==> config.mk <==
export PLATFORM = sky130hd
export DESIGN_NAME = llc_tag_store
export DESIGN_NICKNAME = d
export VERILOG_FILES = /design/src/llc_tag_pkg.sv /design/src/tag_ram_if.sv /design/src/evict_select.sv /design/src/llc_tag_store.sv /design/src/tag_ctrl.sv /design/src/tag_match.sv /design/src/tag_ram.sv
export VERILOG_INCLUDE_DIRS = /design/src
export SDC_FILE = /design/constraint.sdc
export NUM_CORES = 1
export LEC_CHECK = 0
export ABC_AREA = 1
export BUFFER_PORTS_ARGS = -buffer_cell sky130_fd_sc_hd__buf_2
export CAP_MARGIN = 20
export CORE_MARGIN = 8
export CORE_UTILIZATION = 60
export CTS_BUF_LIST = sky130_fd_sc_hd__clkbuf_8
export CTS_CLUSTER_DIAMETER = 60
export DETAILED_ROUTE_END_ITERATION = 6
export HOLD_SLACK_MARGIN = 0.02
export PLACE_DENSITY = 0.84
export SYNTH_ARGS = -nofsm -noshare
export SYNTH_HDL_FRONTEND = slang
export SYNTH_HIERARCHICAL = 1
export SYNTH_SLANG_ARGS = --single-unit
==> constraint.sdc <==
create_clock -name clk_i -period 3.45 [get_ports clk_i]
set_input_delay 0.69 -clock clk_i [delete_from_list [all_inputs] [get_ports clk_i]]
set_output_delay 0.69 -clock clk_i [all_outputs]
set_load 0.1 [all_outputs]
==> src/llc_tag_config.svh <==
// LLC tag store geometry
`ifndef LLC_TAG_CONFIG_SVH
`define LLC_TAG_CONFIG_SVH

// Associativity of the cache
`define LLC_TAG_WAYS 4

// Number of sets held in the tag memory
`define LLC_TAG_SETS 16

// Set index width, log2 of the set count
`define LLC_TAG_INDEX_W 4

// Stored tag width
`define LLC_TAG_TAG_W 10

// Binary way number width, log2 of the way count
`define LLC_TAG_WAY_W 2

// Cycles from a read strobe to rvalid on the tag memory
// Must be at least one
`define LLC_TAG_RAM_LATENCY 2

`endif

==> src/llc_tag_pkg.sv <==
// LLC tag store types
`default_nettype none

`include "llc_tag_config.svh"

package llc_tag_pkg;

  // Operation carried by a request
  typedef enum logic {
    OP_LOOKUP,
    OP_FLUSH
  } tag_op_e;

  // One bit per way, used as one-hot selector or as mask
  typedef logic [`LLC_TAG_WAYS-1:0] way_vec_t;

  typedef logic [`LLC_TAG_TAG_W-1:0]   tag_t;
  typedef logic [`LLC_TAG_INDEX_W-1:0] index_t;
  typedef logic [`LLC_TAG_WAY_W-1:0]   way_num_t;

  // Content of one tag memory slot
  typedef struct packed {
    logic valid;
    logic dirty;
    tag_t tag;
  } tag_entry_t;

  // Request payload
  // dirty marks a write access, flush_way only matters for OP_FLUSH
  typedef struct packed {
    tag_op_e  op;
    index_t   index;
    tag_t     tag;
    logic     dirty;
    way_num_t flush_way;
  } tag_req_t;

  // Result payload
  // way is one-hot: hit way, victim way or flushed way
  typedef struct packed {
    logic     hit;
    logic     evict;
    way_vec_t way;
    tag_t     evict_tag;
  } tag_res_t;

endpackage

`default_nettype wire

==> src/tag_ram_if.sv <==
// Tag memory access bundle
`timescale 1ns/1ps
`default_nettype none

`include "llc_tag_config.svh"

interface tag_ram_if;
  import llc_tag_pkg::*;

  // Read strobe for all ways of one set
  logic rd_en;
  // Per-way write mask, write lands on the clock edge of this cycle
  way_vec_t wr_en;
  // Set addressed by both read and write
  index_t index;
  tag_entry_t wdata;
  // All ways of the set that was read
  // Holds its value from rvalid until the next read completes
  tag_entry_t [`LLC_TAG_WAYS-1:0] rdata;
  // Pulses exactly LLC_TAG_RAM_LATENCY cycles after rd_en
  logic rvalid;

  // Sequencer side
  modport ctrl (output rd_en, wr_en, index, wdata, input rdata, rvalid);

  // Storage side
  modport mem (input rd_en, wr_en, index, wdata, output rdata, rvalid);

endinterface

`default_nettype wire

==> src/evict_select.sv <==
// Victim way selection
`timescale 1ns/1ps
`default_nettype none

`include "llc_tag_config.svh"

module evict_select (
  input  logic                  clk_i,
  input  logic                  reset_i,
  input  llc_tag_pkg::way_vec_t valid_i,
  input  llc_tag_pkg::way_vec_t lock_i,
  input  logic                  commit_i,
  output llc_tag_pkg::way_vec_t victim_o
);
  import llc_tag_pkg::*;

  // Round-robin replacement pointer
  way_num_t ptr_q;
  way_num_t victim_num;
  // Victim came from the pointer search, set is full
  logic     use_ptr;
  logic     found;
  way_vec_t free_vec;
  int       idx;

  always_comb begin
    victim_o   = '0;
    victim_num = '0;
    use_ptr    = 1'b0;
    found      = 1'b0;
    idx        = 0;
    free_vec   = ~valid_i & ~lock_i;
    // Lowest free and unlocked way wins
    for (int w = 0; w < `LLC_TAG_WAYS; w++) begin
      if (free_vec[w] && !found) begin
        victim_o[w] = 1'b1;
        victim_num  = way_num_t'(w);
        found       = 1'b1;
      end
    end
    // Set full, walk from the pointer and wrap
    if (!found) begin
      use_ptr = 1'b1;
      for (int k = 0; k < `LLC_TAG_WAYS; k++) begin
        idx = (int'(ptr_q) + k) % `LLC_TAG_WAYS;
        if (!lock_i[idx] && !found) begin
          victim_o[idx] = 1'b1;
          victim_num    = way_num_t'(idx);
          found         = 1'b1;
        end
      end
    end
  end

  // Pointer steps past the replaced way
  always_ff @(posedge clk_i) begin
    if (reset_i) begin
      ptr_q <= '0;
    end else if (commit_i && use_ptr) begin
      ptr_q <= way_num_t'((int'(victim_num) + 1) % `LLC_TAG_WAYS);
    end
  end

  a_victim_onehot: assert property (@(posedge clk_i) disable iff (reset_i)
    !(&lock_i) |-> $onehot(victim_o))
    else $error("evict_select victim is not one-hot");

endmodule

`default_nettype wire

==> src/llc_tag_store.sv <==
// LLC tag store top level
`timescale 1ns/1ps
`default_nettype none

module llc_tag_store (
  input  logic                  clk_i,
  input  logic                  reset_i,
  // Ways reserved as scratchpad
  input  llc_tag_pkg::way_vec_t spm_lock_i,
  // Request handshake
  input  llc_tag_pkg::tag_req_t req_i,
  input  logic                  valid_i,
  output logic                  ready_o,
  // Result handshake
  output llc_tag_pkg::tag_res_t res_o,
  output logic                  valid_o,
  input  logic                  ready_i
);
  import llc_tag_pkg::*;

  way_vec_t hit;
  way_vec_t valid_vec;
  way_vec_t dirty_vec;
  way_vec_t victim;
  logic     commit;
  tag_t     req_tag;

  // Memory access bundle between sequencer and storage
  tag_ram_if ram_if ();

  tag_ram u_tag_ram (
    .clk_i   (clk_i),
    .reset_i (reset_i),
    .ram     (ram_if.mem)
  );

  // Compare runs on the held read data
  tag_match u_tag_match (
    .entries_i (ram_if.rdata),
    .tag_i     (req_tag),
    .lock_i    (spm_lock_i),
    .hit_o     (hit),
    .valid_o   (valid_vec),
    .dirty_o   (dirty_vec)
  );

  evict_select u_evict_select (
    .clk_i    (clk_i),
    .reset_i  (reset_i),
    .valid_i  (valid_vec),
    .lock_i   (spm_lock_i),
    .commit_i (commit),
    .victim_o (victim)
  );

  tag_ctrl u_tag_ctrl (
    .clk_i       (clk_i),
    .reset_i     (reset_i),
    .req_i       (req_i),
    .valid_i     (valid_i),
    .ready_o     (ready_o),
    .spm_lock_i  (spm_lock_i),
    .ram         (ram_if.ctrl),
    .hit_i       (hit),
    .valid_vec_i (valid_vec),
    .dirty_vec_i (dirty_vec),
    .victim_i    (victim),
    .commit_o    (commit),
    .res_o       (res_o),
    .valid_o     (valid_o),
    .ready_i     (ready_i),
    .req_tag_o   (req_tag)
  );

endmodule

`default_nettype wire

==> src/tag_ctrl.sv <==
// Tag store operation sequencer
`timescale 1ns/1ps
`default_nettype none

`include "llc_tag_config.svh"

module tag_ctrl (
  input  logic                  clk_i,
  input  logic                  reset_i,
  // Request side
  input  llc_tag_pkg::tag_req_t req_i,
  input  logic                  valid_i,
  output logic                  ready_o,
  input  llc_tag_pkg::way_vec_t spm_lock_i,
  // Tag memory
  tag_ram_if.ctrl               ram,
  // From tag_match
  input  llc_tag_pkg::way_vec_t hit_i,
  input  llc_tag_pkg::way_vec_t valid_vec_i,
  input  llc_tag_pkg::way_vec_t dirty_vec_i,
  // From and to evict_select
  input  llc_tag_pkg::way_vec_t victim_i,
  output logic                  commit_o,
  // Result side
  output llc_tag_pkg::tag_res_t res_o,
  output logic                  valid_o,
  input  logic                  ready_i,
  output llc_tag_pkg::tag_t     req_tag_o
);
  import llc_tag_pkg::*;

  typedef enum logic [1:0] {
    ST_IDLE,
    ST_WAIT_READ,
    ST_HOLD_RESULT
  } ctrl_state_e;

  ctrl_state_e state_q, state_d;
  tag_req_t    req_q;
  tag_res_t    res_q, res_d;
  logic        accept;
  logic        res_hsk;
  logic        lookup_hit;
  way_vec_t    sel_way;
  tag_entry_t  sel_entry;

  // Only one request in flight
  assign ready_o   = (state_q == ST_IDLE);
  assign valid_o   = (state_q == ST_HOLD_RESULT);
  assign accept    = valid_i && ready_o;
  assign res_hsk   = valid_o && ready_i;
  assign res_o     = res_q;
  assign req_tag_o = req_q.tag;

  always_comb begin
    state_d = state_q;
    unique case (state_q)
      ST_IDLE:        if (accept)     state_d = ST_WAIT_READ;
      ST_WAIT_READ:   if (ram.rvalid) state_d = ST_HOLD_RESULT;
      ST_HOLD_RESULT: if (ready_i)    state_d = ST_IDLE;
      default:        state_d = ST_IDLE;
    endcase
  end

  // Result from the read set
  always_comb begin
    lookup_hit = |hit_i;
    if (req_q.op == OP_FLUSH) begin
      sel_way = way_vec_t'(1) << req_q.flush_way;
    end else if (lookup_hit) begin
      sel_way = hit_i;
    end else begin
      sel_way = victim_i;
    end
    // One-hot mux of the selected entry
    sel_entry = '0;
    for (int w = 0; w < `LLC_TAG_WAYS; w++) begin
      if (sel_way[w]) begin
        sel_entry = sel_entry | ram.rdata[w];
      end
    end
    res_d.hit       = (req_q.op == OP_LOOKUP) && lookup_hit;
    res_d.way       = sel_way;
    // Write-back needed only for a valid dirty line leaving the cache
    res_d.evict     = !res_d.hit && |(sel_way & valid_vec_i & dirty_vec_i);
    res_d.evict_tag = res_d.hit ? '0 : sel_entry.tag;
  end

  // Read on accept, update at the result handshake
  // rdata is still the held set here, so dirty_vec_i is the old state
  always_comb begin
    ram.rd_en = accept;
    ram.index = (state_q == ST_IDLE) ? req_i.index : req_q.index;
    ram.wr_en = '0;
    ram.wdata = '0;
    commit_o  = 1'b0;
    if (res_hsk) begin
      unique case (req_q.op)
        // Flush clears the slot
        OP_FLUSH: ram.wr_en = res_q.way;
        OP_LOOKUP: begin
          if (res_q.hit) begin
            // Set dirty only on a write hitting a clean line
            if (req_q.dirty && !(|(dirty_vec_i & res_q.way))) begin
              ram.wr_en = res_q.way;
              ram.wdata = '{valid: 1'b1, dirty: 1'b1, tag: req_q.tag};
            end
          end else begin
            // Install the new tag in the victim slot
            ram.wr_en = res_q.way;
            ram.wdata = '{valid: 1'b1, dirty: req_q.dirty, tag: req_q.tag};
            commit_o  = 1'b1;
          end
        end
      endcase
    end
  end

  always_ff @(posedge clk_i) begin
    if (reset_i) begin
      state_q <= ST_IDLE;
    end else begin
      state_q <= state_d;
    end
  end

  // Request and result payload
  always_ff @(posedge clk_i) begin
    if (accept) begin
      req_q <= req_i;
    end
    if ((state_q == ST_WAIT_READ) && ram.rvalid) begin
      res_q <= res_d;
    end
  end

  a_res_hold: assert property (@(posedge clk_i) disable iff (reset_i)
    (valid_o && !ready_i) |=> (valid_o && $stable(res_o)))
    else $error("tag_ctrl dropped or changed a result before ready_i");

  a_no_lookup_all_locked: assert property (@(posedge clk_i) disable iff (reset_i)
    (accept && (req_i.op == OP_LOOKUP)) |-> !(&spm_lock_i))
    else $error("lookup accepted with every way locked");

endmodule

`default_nettype wire

==> src/tag_match.sv <==
// Per-way tag compare
`timescale 1ns/1ps
`default_nettype none

`include "llc_tag_config.svh"

module tag_match (
  input  llc_tag_pkg::tag_entry_t [`LLC_TAG_WAYS-1:0] entries_i,
  input  llc_tag_pkg::tag_t                           tag_i,
  input  llc_tag_pkg::way_vec_t                       lock_i,
  output llc_tag_pkg::way_vec_t                       hit_o,
  output llc_tag_pkg::way_vec_t                       valid_o,
  output llc_tag_pkg::way_vec_t                       dirty_o
);

  // Status bits straight from the stored entries
  // Locked scratchpad ways are excluded from hits only
  always_comb begin
    for (int w = 0; w < `LLC_TAG_WAYS; w++) begin
      valid_o[w] = entries_i[w].valid;
      dirty_o[w] = entries_i[w].dirty;
      // Valid, usable as cache and same tag
      hit_o[w]   = entries_i[w].valid && !lock_i[w] && (entries_i[w].tag == tag_i);
    end
  end

  // A tag is installed only on a miss, so no set holds it twice
  a_hit_onehot: assert final ($onehot0(hit_o))
    else $error("tag_match found the tag in more than one way");

endmodule

`default_nettype wire

==> src/tag_ram.sv <==
// Tag storage array
`timescale 1ns/1ps
`default_nettype none

`include "llc_tag_config.svh"

module tag_ram (
  input logic    clk_i,
  input logic    reset_i,
  tag_ram_if.mem ram
);
  import llc_tag_pkg::*;

  // Storage, one row per set holding every way
  tag_entry_t [`LLC_TAG_WAYS-1:0] mem_q [`LLC_TAG_SETS];

  // Read delay line, data stage loads only behind a valid token
  tag_entry_t [`LLC_TAG_WAYS-1:0] pipe_data_q [`LLC_TAG_RAM_LATENCY];
  logic [`LLC_TAG_RAM_LATENCY-1:0] pipe_valid_q;

  // Masked write, every slot invalid after reset
  always_ff @(posedge clk_i) begin
    if (reset_i) begin
      for (int s = 0; s < `LLC_TAG_SETS; s++) begin
        mem_q[s] <= '0;
      end
    end else begin
      for (int w = 0; w < `LLC_TAG_WAYS; w++) begin
        if (ram.wr_en[w]) begin
          mem_q[ram.index][w] <= ram.wdata;
        end
      end
    end
  end

  // First stage samples the addressed set
  // Later stages move data only with the token, so rdata stays put after rvalid
  always_ff @(posedge clk_i) begin
    if (reset_i) begin
      pipe_valid_q <= '0;
      for (int k = 0; k < `LLC_TAG_RAM_LATENCY; k++) begin
        pipe_data_q[k] <= '0;
      end
    end else begin
      pipe_valid_q[0] <= ram.rd_en;
      if (ram.rd_en) begin
        pipe_data_q[0] <= mem_q[ram.index];
      end
      for (int k = 1; k < `LLC_TAG_RAM_LATENCY; k++) begin
        pipe_valid_q[k] <= pipe_valid_q[k-1];
        if (pipe_valid_q[k-1]) begin
          pipe_data_q[k] <= pipe_data_q[k-1];
        end
      end
    end
  end

  assign ram.rdata  = pipe_data_q[`LLC_TAG_RAM_LATENCY-1];
  assign ram.rvalid = pipe_valid_q[`LLC_TAG_RAM_LATENCY-1];

  // Sequencer keeps read and write-back in separate cycles
  a_no_rd_wr_overlap: assert property (@(posedge clk_i) disable iff (reset_i)
    !(ram.rd_en && |ram.wr_en))
    else $error("tag_ram read and write in the same cycle");

endmodule

`default_nettype wire

==> summary.txt <==
Run status
  – Status: completed

Die
  – Std cell rows: 98
  – Core ar.: 0.0714 sq mm
  – Die area: 0.0809 sq mm
  – Die H: 284 um
  – Die width: 284 um
  – Top Ports: 44
  – Initial Utilization: 0.606

Logic synthesis
  – Synth cell types: 39
  – Cells after Synth: 4939
  – Post-synthesis sequential area ratio: 0.627
  – Synthesized area: 0.0432 sq mm
  – YS warnings: 6
  – #FFs+latches synth: 904
  – Post-Syn Nets: 4969
  – Synthesized area per cell: 8.75 sq um

Global routing
  – Number of global-route vias before repair: 31200
  – Grt met1 use: 0.366
  – Initial antenna violation count: 1
  – First-pass GRT wire length: 173000 um
  – GRT met2 Usage: 0.428
  – GR Util met3: 0.0661
  – Grt ovf: 0
  – GR peak layer: met2
  – Largest net degree at the start of global routing: 159
  – Global Route Usage Sum: 0.272

Final layout
  – P&R area growth vs syn: 7.66%
  – Nets: 4913
  – Most common cell after layout, fill and taps aside: nand2_1
  – Layout cells sized above 1: 0.0813
  – Most frequent cells in the layout: 2301 x nand2_1, 1012 x nor2_1, 898 x edfxtp_1

CTS
  – CTS Buf Count: 141
  – # hold bufs at CTS: 11
  – Maximum clock insertion buffer count: 3
  – Root Driver: clkbuf_8
  – Clock sinks: 904
  – Clock slew at reported path FFs: 0.06 ns
  – CTS tree: built
  – Number of H-tree levels: 4
  – Worst skew pair latency: 0.81 ns
  – Post_cts resized: 0
  – Setup bufs post-CTS: 0

Pwr
  – PD cells: 506 mW/mm^2
  – Peak VDD IR: 374 uV
  – Leak pwr: 0.0197 uW

Hold path
  – Min-delay src: req_i[6]
  – Hold crit path type: primary input to flop
  – Worst min-delay path endpoint: u_tag_ctrl/req_tag_o[3]
  – WHS Path Cells: 1

Setup path
  – Slowest cell on the critical path: nand2_1
  – CP Max Fanout: 13
  – Critical path's largest stage delay: 0.43 ns
  – Worst r2r path cells: 11
  – Crit. End Element: flop
  – Crit path cell chain: nor2_2 -> inv_1 -> nand2_1 -> nand2_1 -> nor2_4 -> inv_1 -> nor2_1 -> buf_4 -> nand2_1 -> buf_4 -> nand2_1
  – Most used cell, CP: nand2_1
  – Reg2Reg Launch Point: u_tag_ctrl/state_q[0]
  – WP data arrival: 3.51 ns
  – Setup slack, reg-to-reg: 0.36 ns
  – Worst flop-to-flop path endpoint: u_tag_ram/mem_q[1][18]
  – Kind of critical path: flop to flop
  – Crit start category: flop
  – Worst Path Required: 3.87 ns

Route
  – Initial DRC count: 4870
  – Via Count: 33100
  – DR WL/cell: 19.0 um
  – DRT antenna net count: 0
  – # DRC: 0
  – Wirelength, routed: 113000 um
  – Vias per inst: 5.58
  – Detailed Routing Iterations Pass 1: 6

Timing
  – Final setup violation count: 0
  – Setup WS post-layout: 0.363 ns
  – Fmax achieved: 0.324 GHz
  – Worst-margin pin slew: 1.04 ns
  – Max Transition Viols Final: 0
  – Final TNS setup: 0 ns
  – Crit path time final: 3.09 ns
  – Tcrit/Tclk final: 0.895
  – Hold Vio Cnt, Final: 0
  – Slew headroom: 0.305
  – Clk_skew: 0.0415 ns
  – RSZ-0062 raised after global routing: false
  – Hold WS: 0.0926 ns

Placement
  – Number of port buffers: 43
  – DP HPWL: 69100 um
  – Routability cong.: 0.947
  – Pre-CTS setup slack: 0.368 ns

Run
  – Max capacitance violation total: 0
## where the power goes
group / internal [uW] / switching [uW] / total [uW]
clock network: 4100 / 4140 / 8230
logic: 641 / 1950 / 2590
registers: 12500 / 197 / 12700
total: 17300 / 6280 / 23600
## logic make-up after synthesis
logic type,Yosys count,synth area share
XOR/XNOR,9,0.00182
flip-flops,904,0.627
adder cells (fa/ha/maj),4,0.00116
AND/OR/NAND/NOR,3424,0.303
buffers and inverters,567,0.0633
AO/OA/AOI/OAI,31,0.00446
## state kept, by name, summed over array words and instances (netlist names)
signal / count
u_tag_ram/mem_q: 768
u_tag_ram/pipe_data_q: 96
u_tag_ctrl/res_o: 16
u_tag_ctrl/req_tag_o: 10
u_tag_ctrl/req_q: 8
u_evict_select/ptr_q: 2
u_tag_ctrl/state_q: 2
u_tag_ram/pipe_valid_q: 2
## stage by stage
| step | power [uW] | util | area (sq um) | instances |
|---|---|---|---|---|
| 3_5_place_dp | 15400 | 0.615 | 43900 | 5679 |
| 3_3_place_gp | 15400 | 0.615 | 43900 | 5679 |
| 4_1_cts | 23600 | 0.652 | 46500 | 5934 |
| 5_1_grt | 24400 | 0.652 | 46500 | 5935 |
| 2_1_floorplan | 14800 | - | 43200 | 4939 |
| 6_report | 23600 | 0.652 | 46500 | 5935 |
## how the worst max path moves through the flow
stage                                  startpoint                     endpoint  depth (start not counted)
after floorplan             u_tag_ctrl/state_q[0]  u_tag_ram/pipe_data_q[0][0]                          5
after global placement              spm_lock_i[2]          u_tag_ctrl/res_o[1]                         20
after detailed placement            spm_lock_i[2]          u_tag_ctrl/res_o[9]                         20
after CTS                   u_tag_ctrl/state_q[0]       u_tag_ram/mem_q[1][18]                         11
after global routing      u_evict_select/ptr_q[0]          u_tag_ctrl/res_o[2]                         19
final                       u_tag_ctrl/state_q[0]       u_tag_ram/mem_q[1][18]                         11
## final cells by class
cell class	instances	area [sq um]
multi-input cells	3468	13400
clock inverters	101	542
well taps	950	1190
repair buffers	182	1570
flip-flops and latches	904	27100
fillers	5329	24800
inverters	186	729
diodes	1	2.50
clock buffers	143	1970
## routing by layer
metal | up-vias | share of wire
met3 | 281 | 0.13
met1 | 15300 | 0.37
li1 | 15300 | -
met4 | 0 | 0.035
met5 | - | 0
met2 | 2243 | 0.46
## critical path, delay by kind of cell, from the launching register on
family        cells  cell delay [ns]
buf+inv           4             0.69
flops             1             0.37
simple gates      7             1.63
## cells in the mapped netlist
library cell,count,area (sq um)
o211ai_1,1,7.51
nand2_1,2305,8650
buf_2,154,771
nand2_2,8,50.1
inv_1,160,601
inv_4,1,6.26
o22ai_1,1,6.26
nand3_4,2,35.0
nand3b_1,2,15.0
inv_2,22,82.6
a21oi_2,1,8.76
nor2_1,1016,3810
edfxtp_1,898,27000
buf_6,4,45.0
xnor2_1,9,78.8
nor2_4,3,33.8
o21ai_0,9,45.0
buf_4,102,766
dfxtp_1,6,120
a21boi_0,1,7.51
nor3b_1,1,7.51
ha_1,4,50.1
a21oi_1,8,40.0
o21a_1,1,7.51
o21ai_1,2,10.0
nand3_1,72,360
and2_1,2,12.5
nor3_2,1,10.0
clkinv_2,1,5.00
nand2_4,1,11.3
nor3_1,1,5.00
o21ai_2,2,17.5
clkbuf_1,105,394
a211oi_1,1,7.51
nor2_2,8,50.1
clkinv_1,2,7.51
nand3_2,2,20.0
buf_1,16,60.1
o221ai_1,4,35.0
Power figures use the tool's default switching activity.
